## config.mk

```make
export PLATFORM = sky130hd
export DESIGN_NAME = cache_top
export DESIGN_NICKNAME = d
export VERILOG_FILES = /design/src/cache_pkg.sv /design/src/way_if.sv /design/src/cache_top.sv /design/src/cache_way.sv /design/src/cmd_frontend.sv /design/src/line_update.sv
export VERILOG_INCLUDE_DIRS = /design/src /design/src/include
export SDC_FILE = /design/constraint.sdc
export NUM_CORES = 1
export LEC_CHECK = 0
export BUFFER_PORTS_ARGS = -buffer_cell sky130_fd_sc_hd__buf_4
export CORE_ASPECT_RATIO = 0.9
export CORE_UTILIZATION = 31
export CTS_CLUSTER_SIZE = 30
export DETAILED_ROUTE_END_ITERATION = 8
export PLACE_DENSITY = 0.5
export SKIP_LAST_GASP = 1
export SYNTH_ARGS = -nofsm -noshare
export SYNTH_HDL_FRONTEND = slang
export SYNTH_SLANG_ARGS = --single-unit
```

## constraint.sdc

```tcl
create_clock -name clk -period 10.24 [get_ports clk]
set_clock_uncertainty 0.1 [all_clocks]
set_input_delay 1.536 -clock clk [delete_from_list [all_inputs] [get_ports clk]]
set_output_delay 1.536 -clock clk [all_outputs]
set_load 0.005 [all_outputs]
```

## src/include/cache_config.svh

```systemverilog
`ifndef CACHE_CONFIG_SVH
`define CACHE_CONFIG_SVH

// Directory geometry
`define CACHE_SETS 16   // Sets in the directory
`define CACHE_WAYS 4    // Ways per set

// Address layout, tag on top and byte offset at the bottom
`define ADDR_W     16   // Full address
`define OFFSET_W   6    // Byte in line
`define INDEX_W    4    // Set select
`define TAG_W      6    // Remaining upper bits

// Way numbering and LRU rank width
`define WAY_W      2

`endif

```

## src/cache_pkg.sv

```systemverilog
`include "cache_config.svh"

package cache_pkg;

    typedef logic [`ADDR_W-1:0]  addr_t;     // Full byte address
    typedef logic [`INDEX_W-1:0] set_idx_t;  // Set field
    typedef logic [`TAG_W-1:0]   tag_t;      // Tag field
    typedef logic [`WAY_W-1:0]   way_idx_t;  // Way number
    typedef logic [`WAY_W-1:0]   lru_t;      // 0 is newest

    typedef enum logic [1:0] {
        MESI_I = 2'd0,                       // Invalid
        MESI_S = 2'd1,                       // Shared
        MESI_E = 2'd2,                       // Exclusive
        MESI_M = 2'd3                        // Modified
    } mesi_t;

    typedef enum logic [2:0] {
        CMD_READ       = 3'd0,               // Processor read
        CMD_WRITE      = 3'd1,               // Processor write
        CMD_SNOOP_READ = 3'd3,               // Another cache reads
        CMD_SNOOP_INV  = 3'd4,               // Another cache invalidates
        CMD_CLEAR      = 3'd7                // Wipe every line
    } cmd_t;

    typedef enum logic [2:0] {
        FE_IDLE,                             // Wait for req
        FE_LOOKUP,                           // Lookup pulse
        FE_UPDATE,                           // Wait for done
        FE_CLEAR,                            // Set sweep
        FE_ACK,                              // Ack up until req drops
        FE_RELEASE                           // Last ack cycle
    } fe_state_t;

endpackage

```

## src/way_if.sv

```systemverilog
`timescale 1ns/10ps
`include "cache_config.svh"

interface way_if import cache_pkg::*; ();

    // Broadcast from the front end
    set_idx_t set_idx;                       // Indexed set
    tag_t     tag;                           // Tag under lookup
    logic     lookup;                        // One-cycle lookup strobe
    logic     clear;                         // Sweep in progress

    // Indexed line from each way
    logic     hit_vec  [`CACHE_WAYS];        // Tag match on a valid line
    mesi_t    mesi_vec [`CACHE_WAYS];        // Current state
    lru_t     lru_vec  [`CACHE_WAYS];        // Current rank

    // New values from the updater
    logic     wr_en       [`CACHE_WAYS];     // Tag and state write
    tag_t     wr_tag;                        // Tag for the written way
    mesi_t    wr_mesi_vec [`CACHE_WAYS];     // Next state per way
    lru_t     wr_lru_vec  [`CACHE_WAYS];     // Next rank per way

    modport fe  (output set_idx, tag, lookup, clear);

    modport way (input  set_idx, tag, lookup, clear,
                 input  wr_en, wr_tag, wr_mesi_vec, wr_lru_vec,
                 output hit_vec, mesi_vec, lru_vec);

    modport upd (input  tag, lookup, clear,
                 input  hit_vec, mesi_vec, lru_vec,
                 output wr_en, wr_tag, wr_mesi_vec, wr_lru_vec);

endinterface

```

## src/cache_top.sv

```systemverilog
`timescale 1ns/10ps
`include "cache_config.svh"

module cache_top import cache_pkg::*; (
    input  logic     clk,
    input  logic     arst_n,
    input  logic     req,                    // From trace source
    output logic     ack,
    input  cmd_t     cmd,
    input  addr_t    addr,
    input  logic     shared_in,              // Snoop result for read miss
    output logic     hit,
    output way_idx_t way,
    output mesi_t    state,
    output logic     writeback               // Dirty line must go to memory
);

    way_if bus ();                           // Front end, ways and updater

    cmd_t cmd_q;                             // Held command
    logic shared_q;
    logic done;                              // Updater finished

    cmd_frontend u_fe (
        .clk       (clk),
        .arst_n    (arst_n),
        .req       (req),
        .ack       (ack),
        .cmd       (cmd),
        .addr      (addr),
        .shared_in (shared_in),
        .bus       (bus.fe),
        .done      (done),
        .cmd_q     (cmd_q),
        .shared_q  (shared_q)
    );

    // One storage slice per way
    for (genvar w = 0; w < `CACHE_WAYS; w++) begin : g_way
        cache_way #(
            .WAY_ID (w)
        ) u_way (
            .clk    (clk),
            .arst_n (arst_n),
            .bus    (bus.way)
        );
    end

    line_update u_upd (
        .clk       (clk),
        .arst_n    (arst_n),
        .bus       (bus.upd),
        .cmd       (cmd_q),
        .shared_in (shared_q),
        .done      (done),
        .hit       (hit),
        .way       (way),
        .state     (state),
        .writeback (writeback)
    );

endmodule

```

## src/cache_way.sv

```systemverilog
`timescale 1ns/10ps
`include "cache_config.svh"

module cache_way import cache_pkg::*; #(
    parameter int WAY_ID = 0                 // Position in the set
) (
    input  logic clk,
    input  logic arst_n,
    way_if.way   bus
);

    tag_t  tag_mem  [`CACHE_SETS];           // Tag per set
    mesi_t mesi_mem [`CACHE_SETS];           // Coherence state per set
    lru_t  lru_mem  [`CACHE_SETS];           // Rank per set

    logic  hit_q;                            // Registered compare
    mesi_t mesi_q;
    lru_t  lru_q;
    logic  upd_q;                            // Update cycle follows lookup

    // Line storage
    always_ff @(posedge clk or negedge arst_n) begin
        if (!arst_n) begin
            for (int s = 0; s < `CACHE_SETS; s++) begin
                tag_mem[s]  <= '0;
                mesi_mem[s] <= MESI_I;
                lru_mem[s]  <= lru_t'(WAY_ID);   // Initial rank equals way number
            end
        end else if (bus.clear) begin
            tag_mem[bus.set_idx]  <= '0;         // One set per cycle
            mesi_mem[bus.set_idx] <= MESI_I;
            lru_mem[bus.set_idx]  <= lru_t'(WAY_ID);
        end else begin
            if (bus.wr_en[WAY_ID]) begin
                tag_mem[bus.set_idx]  <= bus.wr_tag;
                mesi_mem[bus.set_idx] <= bus.wr_mesi_vec[WAY_ID];
            end
            if (upd_q) begin
                lru_mem[bus.set_idx] <= bus.wr_lru_vec[WAY_ID];  // Every way re-ranked
            end
        end
    end

    // Indexed line captured on lookup
    always_ff @(posedge clk or negedge arst_n) begin
        if (!arst_n) begin
            upd_q  <= 1'b0;
            hit_q  <= 1'b0;
            mesi_q <= MESI_I;
            lru_q  <= '0;
        end else begin
            upd_q <= bus.lookup;
            if (bus.lookup) begin
                hit_q  <= (tag_mem[bus.set_idx] == bus.tag) &&
                          (mesi_mem[bus.set_idx] != MESI_I);  // Invalid line never hits
                mesi_q <= mesi_mem[bus.set_idx];
                lru_q  <= lru_mem[bus.set_idx];
            end
        end
    end

    assign bus.hit_vec[WAY_ID]  = hit_q;
    assign bus.mesi_vec[WAY_ID] = mesi_q;
    assign bus.lru_vec[WAY_ID]  = lru_q;

endmodule

```

## src/cmd_frontend.sv

```systemverilog
`timescale 1ns/10ps
`include "cache_config.svh"

module cmd_frontend import cache_pkg::*; (
    input  logic     clk,
    input  logic     arst_n,
    input  logic     req,                    // Four-phase request
    output logic     ack,                    // Four-phase acknowledge
    input  cmd_t     cmd,
    input  addr_t    addr,
    input  logic     shared_in,              // Snoop result for a read miss
    way_if.fe        bus,
    input  logic     done,                   // Response registered
    output cmd_t     cmd_q,
    output logic     shared_q
);

    fe_state_t state_q;
    fe_state_t state_d;
    set_idx_t  sweep_q;                      // Clear pointer
    set_idx_t  idx_q;                        // Captured set field
    tag_t      tag_q;                        // Captured tag field
    logic      start;                        // New command accepted

    assign start = (state_q == FE_IDLE) && req;

    always_comb begin
        state_d = state_q;
        case (state_q)
            FE_IDLE: begin
                if (req) begin
                    state_d = (cmd == CMD_CLEAR) ? FE_CLEAR : FE_LOOKUP;
                end
            end
            FE_LOOKUP:  state_d = FE_UPDATE;     // Ways latch the line here
            FE_CLEAR: begin
                if (sweep_q == set_idx_t'(`CACHE_SETS - 1)) begin
                    state_d = FE_UPDATE;         // Last set wiped
                end
            end
            FE_UPDATE: begin
                if (done) begin
                    state_d = FE_ACK;
                end
            end
            FE_ACK: begin
                if (!req) begin
                    state_d = FE_RELEASE;        // Master saw ack
                end
            end
            FE_RELEASE: state_d = FE_IDLE;
            default:    state_d = FE_IDLE;
        endcase
    end

    always_ff @(posedge clk or negedge arst_n) begin
        if (!arst_n) begin
            state_q <= FE_IDLE;
            sweep_q <= '0;
        end else begin
            state_q <= state_d;
            if (start) begin
                sweep_q <= '0;                   // Sweep starts at set 0
            end else if (state_q == FE_CLEAR) begin
                sweep_q <= sweep_q + 1'b1;
            end
        end
    end

    // Command held for the whole transaction
    always_ff @(posedge clk) begin
        if (start) begin
            cmd_q    <= cmd;
            shared_q <= shared_in;
            idx_q    <= addr[`OFFSET_W +: `INDEX_W];
            tag_q    <= addr[`ADDR_W-1 -: `TAG_W];
        end
    end

    assign bus.set_idx = (state_q == FE_CLEAR) ? sweep_q : idx_q;
    assign bus.tag     = tag_q;
    assign bus.lookup  = (state_q == FE_LOOKUP);
    assign bus.clear   = (state_q == FE_CLEAR);

    assign ack = (state_q == FE_ACK) || (state_q == FE_RELEASE);  // Up one cycle past req low

endmodule

```

## src/line_update.sv

```systemverilog
`timescale 1ns/10ps
`include "cache_config.svh"

module line_update import cache_pkg::*; (
    input  logic     clk,
    input  logic     arst_n,
    way_if.upd       bus,
    input  cmd_t     cmd,                    // Held command
    input  logic     shared_in,              // Held snoop result
    output logic     done,                   // One-cycle completion
    output logic     hit,
    output way_idx_t way,
    output mesi_t    state,
    output logic     writeback
);

    logic     lookup_q;                      // Ways hold the line now
    logic     clear_q;
    logic     clear_end;                     // Sweep just finished
    logic     any_hit;
    logic     inv_found;
    logic     is_proc;
    logic     is_snoop;
    logic     touch;                         // Command changes the set
    logic     do_write;
    logic     wb_flag;
    way_idx_t hit_way;
    way_idx_t inv_way;
    way_idx_t old_way;                       // Rank CACHE_WAYS-1
    way_idx_t sel_way;
    mesi_t    cur_state;
    mesi_t    next_state;
    lru_t     sel_rank;

    // Way selection; downward scan lets the lowest index win
    always_comb begin
        any_hit   = 1'b0;
        inv_found = 1'b0;
        hit_way   = '0;
        inv_way   = '0;
        old_way   = '0;
        for (int i = `CACHE_WAYS - 1; i >= 0; i--) begin
            if (bus.hit_vec[i]) begin
                any_hit = 1'b1;
                hit_way = way_idx_t'(i);
            end
            if (bus.mesi_vec[i] == MESI_I) begin
                inv_found = 1'b1;
                inv_way   = way_idx_t'(i);
            end
            if (bus.lru_vec[i] == lru_t'(`CACHE_WAYS - 1)) begin
                old_way = way_idx_t'(i);
            end
        end
        sel_way   = any_hit ? hit_way : (inv_found ? inv_way : old_way);
        cur_state = bus.mesi_vec[sel_way];
        sel_rank  = bus.lru_vec[sel_way];
    end

    // MESI next state and writeback
    always_comb begin
        is_proc    = (cmd == CMD_READ) || (cmd == CMD_WRITE);
        is_snoop   = (cmd == CMD_SNOOP_READ) || (cmd == CMD_SNOOP_INV);
        touch      = is_proc || (is_snoop && any_hit);
        do_write   = lookup_q && touch;
        next_state = MESI_I;                     // Snoop miss and no-op
        wb_flag    = 1'b0;
        case (cmd)
            CMD_READ: begin
                next_state = any_hit ? cur_state : (shared_in ? MESI_S : MESI_E);
                wb_flag    = !any_hit && (cur_state == MESI_M);  // Dirty victim
            end
            CMD_WRITE: begin
                next_state = MESI_M;
                wb_flag    = !any_hit && (cur_state == MESI_M);
            end
            CMD_SNOOP_READ: begin
                if (any_hit) begin
                    next_state = MESI_S;         // M and E drop to S
                    wb_flag    = (cur_state == MESI_M);
                end
            end
            CMD_SNOOP_INV: begin
                if (any_hit) begin
                    next_state = MESI_I;
                    wb_flag    = (cur_state == MESI_M);
                end
            end
            default: ;                           // Unknown code does nothing
        endcase
    end

    // Write strobes and new ranks
    always_comb begin
        for (int i = 0; i < `CACHE_WAYS; i++) begin
            bus.wr_en[i]       = do_write && (sel_way == way_idx_t'(i));
            bus.wr_mesi_vec[i] = (sel_way == way_idx_t'(i)) ? next_state : bus.mesi_vec[i];
            bus.wr_lru_vec[i]  = bus.lru_vec[i];  // Snoops keep ranks
            if (is_proc) begin
                if (sel_way == way_idx_t'(i)) begin
                    bus.wr_lru_vec[i] = '0;       // Touched way is newest
                end else if (bus.lru_vec[i] < sel_rank) begin
                    bus.wr_lru_vec[i] = bus.lru_vec[i] + 1'b1;  // Newer ways age by one
                end
            end
        end
    end

    assign bus.wr_tag = bus.tag;
    assign clear_end  = clear_q && !bus.clear;

    // Response held until the next command completes
    always_ff @(posedge clk or negedge arst_n) begin
        if (!arst_n) begin
            lookup_q  <= 1'b0;
            clear_q   <= 1'b0;
            done      <= 1'b0;
            hit       <= 1'b0;
            way       <= '0;
            state     <= MESI_I;
            writeback <= 1'b0;
        end else begin
            lookup_q <= bus.lookup;
            clear_q  <= bus.clear;
            done     <= lookup_q || clear_end;
            if (lookup_q) begin
                hit       <= any_hit && (is_proc || is_snoop);
                way       <= touch ? sel_way : '0;
                state     <= next_state;
                writeback <= wb_flag;
            end else if (clear_end) begin
                hit       <= 1'b0;
                way       <= '0;
                state     <= MESI_I;
                writeback <= 1'b0;
            end
        end
    end

endmodule

```

* Word level (Yosys, flattened, before mapping)
Index checks and enable logic that the tools add are counted.
** Storage, ports and cells
- Bits in registers :: 690
- Output and inout port bits :: 7
** Cells by class
- Add/sub/neg operators :: 5
- Magnitude comparators :: 7
- Equal/unequal tests :: 26
- Mux-type cells :: 142
- Bitwise logic cells :: 20
- Reduce and logical (&&, ||, !) cells :: 44
** Operator list (count)
- $mux 96 :: 8
- $mux 32 :: 16
- $and 96x96->96 :: 4
- $bwmux 96 :: 4
- $bwmux 32 :: 8
- $and 32x32->32 :: 5
- $mux 2 :: 58
- $bmux 6 s4 :: 4
- $not 96->96 :: 1
- $bmux 2 s4 :: 8
- $mux 6 :: 9
- $and 16x16->16 :: 2
- $not 16->16 :: 2
- $not 32->32 :: 1
- $or 16x16->16 :: 2
- $or 32x32->32 :: 1
- $demux 6 s4 :: 1
- $eq 6x6->1 :: 4
- $reduce_bool 2->1 :: 11
- $logic_and 1x1->1 :: 15
- $pmux 3 s5 :: 1
- $eq 2x2->1 const B :: 7
- $mux 1 :: 13
- $eq 3x3->1 const B :: 4
- 26 further kinds :: 55

* Depth between registers and ports, before layout
- Depth in word-level cells :: 18
- Gate-level depth with buffers :: 15
- Depth with buffers taken out :: 11

* Worst setup path after synthesis
OpenSTA, ideal clock, no wires.
- Path type :: input port to flip-flop
- Start :: input port req
- End :: register u_fe.tag_q[0] (netlist: u_fe.bus.tag[0]), enable pin
- Setup time :: 0.440 ns
- Arrival time :: 3.346 ns
- Setup slack :: 6.353 ns
- Stages on the path :: 1
- Cell sequence :: nor4b_1
** Between the ends
- Word-level cells in the longest chain between the ends :: 1
** RTL lines
- start: declaration :: line cache_top.sv:7 : input logic req,
- $logic_and 1x1->1 :: line cmd_frontend.sv:25 : assign start = (state_q == FE_IDLE) && req;
- end signal: assignment :: line cmd_frontend.sv:76 : tag_q <= addr[`ADDR_W-1 -: `TAG_W];
- end: declaration :: line cmd_frontend.sv:22 : tag_t tag_q;
Every way passes these cells.
A chain may end at the register's enable or synchronous reset.

* Final worst setup path
- Start :: register u_fe.state_q[1]
- End :: register g_way[0].u_way.hit_q
** Between the ends
- Word-level cells in the longest chain between the ends :: 8
- Elaborated cells between the ends (all ways) :: 13
** RTL lines
- start: declaration :: line cmd_frontend.sv:18 : fe_state_t state_q;
- start signal: assignment :: line cmd_frontend.sv:61 : state_q <= state_d;
- $eq 3x2->1 :: line cmd_frontend.sv:80 : assign bus.set_idx = (state_q == FE_CLEAR) ? sweep_q : idx_q;
- $mux 4 :: line cmd_frontend.sv:80
- $not 4->5 (implied by the code) :: line cache_way.sv:54, cache_way.sv:55
- $bmux 6 s4 or $bmux 2 s4 (tied branches) :: line cache_way.sv:54, cache_way.sv:55
- $mux 6 (implied by the code) or $mux 2 (tied branches) (2 in a row) :: line cache_way.sv:54, cache_way.sv:55
- $eq 6x6->1 or $reduce_bool 2->1 (tied branches) :: line cache_way.sv:54, cache_way.sv:55
- $logic_and 1x1->1 :: line cache_way.sv:54 : hit_q <= (tag_mem[bus.set_idx] == bus.tag) &&
- end signal: assignment :: line cache_way.sv:54
- end: declaration :: line cache_way.sv:16 : logic hit_q;
Several ways; a longest one is shown, not always the timed one. The select of a mux whose other input is x is not followed.

==> results.md <==
- Post-DRT Antenna Nets: 0
- FMAX: 181 MHz
- Number of I/O pins: 30
- Final RePlAce weighted congestion: 0.864
- Hold Path Cell Cnt: 2
- Cell accounting for the most synthesized area: dfrtp_1
- Warnings from Yosys: 0
- Violated checks: design-rule violations
- Setup crit start kind: flop
- Fraction of power consumed by sequential logic: 36.2%
- Clock-pin transition on the worst setup and hold timing paths: 60 ps
- Critical Setup Path Class: flop to flop
- Kind of end point of the critical path: flop
- Leading cell type by number of instances after synthesis: nand2_1
- Die area: 105000 um2
- Vert. Die Dim: 308 um
- Detailed placer's ending HPWL: 73.4 mm
- Core footprint: 102000 um2
- Slew headroom: 28.1%
- Setup bufs post-CTS: 0
- DP Area: 34000 um2
- Slew at the pin closest to its max-slew limit: 1080 ps
- Required @ worst endpoint: 10730 ps
- Largest voltage drop on the vdd net: 128 uV
- List of most frequent post-synthesis cells: nand2_1 (1037), dfrtp_1 (612), o21ai_0 (507)
- Relative area change from synthesis to final layout: 13.6%
- Summed area of non-filler cells in the final layout: 36600 um2
- Total routed wirelength: 116 mm
- Mean number of vias per cell: 5.52
- Share of total power in combinational logic: 33.6%
- Post-Synthesis Cells: 3397
- CP Data Arrival Time: 6030 ps
- Number of detailed-route iterations in the first pass: 8
- Final worst setup slack: 4710 ps
- Power Internal: 0.00587 W
- Number of maximum-capacitance violations: 0
- Fraction of registers with async set or reset after synthesis: 98.0%
- Deepest level of the CTS H-tree: 3
- Syn_nets: 3425
- CTS tree: yes
- Routed wire per std cell: 24.2 um
- Seq/Total Area, Yosys: 54.0%
- Net count of the finished layout: 3394
- Number of pins exceeding their max-slew limit in the final report: 0
- Vias in the first global route: 25838
- Number of flops mapped to enable cells by yosys: 14
- Share of the synthesized area in the top cell type: 47.5%
- Setup repair after global routing missed its margin: no
- Areal power density over the cells: 265 nW/um2
- Worst r2r path cells: 12
- Post-placement worst setup slack: 4700 ps
- Kind of path behind the tightest hold check: flop to flop
- CTS max path bufs: 3
- Number of hold violations in the final report: 0
- Filler cell count in the final layout: 10597
- All-Layer GR Usage: 22.0%
- Initial antenna violation count: 1
- Clock root buffer master: clkbuf_16
- Floorplan die width: 342 um
- Instance count after placement with tap cells included: 4638
- Cts bufs inserted: 82
- Number of buffers added on ports: 23
- Leading post-synthesis cells by cell area: dfrtp_1 (48%), nand2_1 (12%), o21ai_0 (7.9%)
- Final non-filler cell total: 4785
- Drt drc: 20
- Largest net degree at the start of global routing: 158
- Final-layout worst hold slack: 374 ps
- Hold bufs inserted after CTS: 0
- Total standard cell area after synthesis: 32200 um2
- Time the final worst path needs with I/O delays and setup: 5530 ps
- Cell variety after synth: 76
- Sw frac: 39.5%
- Final worst path period share: 54.0%
- Initial Utilization: 31.5%
- Post-synthesis sequential element count: 690
- Ratio of cells with drive above 1 in the final layout: 11.4%
- Clock power share: 30.3%
- Commonest register cell after synthesis: dfrtp_1
- Crit-path max FO: 61
- Resize count post-CTS: 0
- Accumulated negative setup slack: 0 ps
- Overflow left after global routing: 0
- CTS Sinks: 690
- Mapped Avg Cell Area: 9.49 um2
- Worst-Skew Late Latency: 650 ps
- Site row count: 111
- Wire length of the first global-routing pass: 175 mm
- Leakage: 15.3 nW
- Net switching component of the power: 0.00383 W
- Total vias in the final route: 26418
- First-iteration detailed-routing DRC count: 2525
- Count of final setup violators: 0
- Result of the run: complete, but fails checks
## power by group through the flow
stage,clock (W),combinational (W),sequential (W)
finish,0.00293,0.00326,0.00351
detailed placement,0,0.00322,0.00355
global route,0.00310,0.00347,0.00357
floorplan,0,0.00203,0.00346
global placement,0,0.00320,0.00355
CTS,0.00299,0.00322,0.00351
## logic make-up (layout without fill, tap and decap cells)
group,Yosys count,count (layout),share of synthesized area [%]
DFF,690,690,54.0
other,0,1,0
AOI/OAI and AO/OA,853,853,16.5
and+or+nand+nor,1417,1417,18.0
adders and majority gates,6,6,0.225
buffers and inverters,218,249,2.95
muxes,144,144,6.42
xor gates and xnor gates,69,69,1.87
## cells in the final DEF, fill, tap and decap left out, types with 28 or more instances in the layout
master and n:
nand2_1 1031, dfrtp_1 612, o21ai_0 507, nand3_1 136, nor2_1 128, buf_4 88, clkbuf_16 84, mux2i_1 83
a22o_1 69, dfstp_2 64, a21oi_1 58, mux4_2 49, and3_1 47, a32o_1 43, xor2_1 40, xnor2_1 29
a31oi_1 28, a311oi_1 28
## sequential cells by signal, indices dropped and copies added, names as in the netlist, 3 cells and up
| name | flops |
|---|---|
| g_way.u_way.mesi_q | 8 |
| u_fe.sweep_q | 4 |
| g_way.u_way.mesi_mem | 128 |
| g_way.u_way.hit_q | 4 |
| g_way.u_way.lru_mem | 128 |
| u_fe.cmd_q | 3 |
| u_fe.state_q | 3 |
| u_fe.idx_q | 4 |
| g_way.u_way.lru_q | 8 |
| u_fe.bus.tag | 6 |
| g_way.u_way.tag_mem | 384 |
## layout make-up
type	instances	area, um2	area share (%)
clock inverters	23	241	0.659
inverters	10	40.0	0.109
well taps	1356	1700	4.63
multi-input cells	2489	14000	38.3
flip-flops and latches	690	17400	47.6
diodes	1	2.50	0.00683
clock buffers	123	2430	6.63
repair buffers	93	756	2.06
## worst paths after layout
| check | from | end | slack (ps) |
|---|---|---|---|
| max in group asynchronous | arst_n | g_way[3].u_way.tag_mem[84] | 7310 |
| min | g_way[3].u_way.tag_mem[51] | g_way[3].u_way.tag_mem[51] | 370 |
| max reg2reg | u_fe.state_q[1] | g_way[0].u_way.hit_q | 4710 |
| min reg2reg | g_way[3].u_way.tag_mem[51] | g_way[3].u_way.tag_mem[51] | 370 |
| max | u_fe.state_q[1] | g_way[0].u_way.hit_q | 4710 |
| min in group asynchronous | arst_n | g_way[0].u_way.lru_mem[4] | 850 |
## critical path, stage by stage (launching register included)
cell and delay (ps):
dfrtp_1 440, nor2b_1 180, nand2_2 70, buf_4 490, inv_4 420, mux2_8 730
buf_4 830, mux4_2 610, xor2_1 160, nor4_1 390, a21oi_1 150, nor3_1 510
o211a_1 240
## stage by stage
step	util [%]	power, W
after floorplan	-	0.00549
after global routing	35.7	0.0101
after global placement	33.1	0.00674
after CTS	35.7	0.00972
final	35.7	0.00970
after detailed placement	33.1	0.00677
## routing by layer
metal  routed length [um]  track usage, %
met1                54700            32.6
met2                50800            33.1
met3                 6860            2.80
met4                 3630            7.12
met5                    0               0
Note: power is estimated with default switching activity, not from simulation.
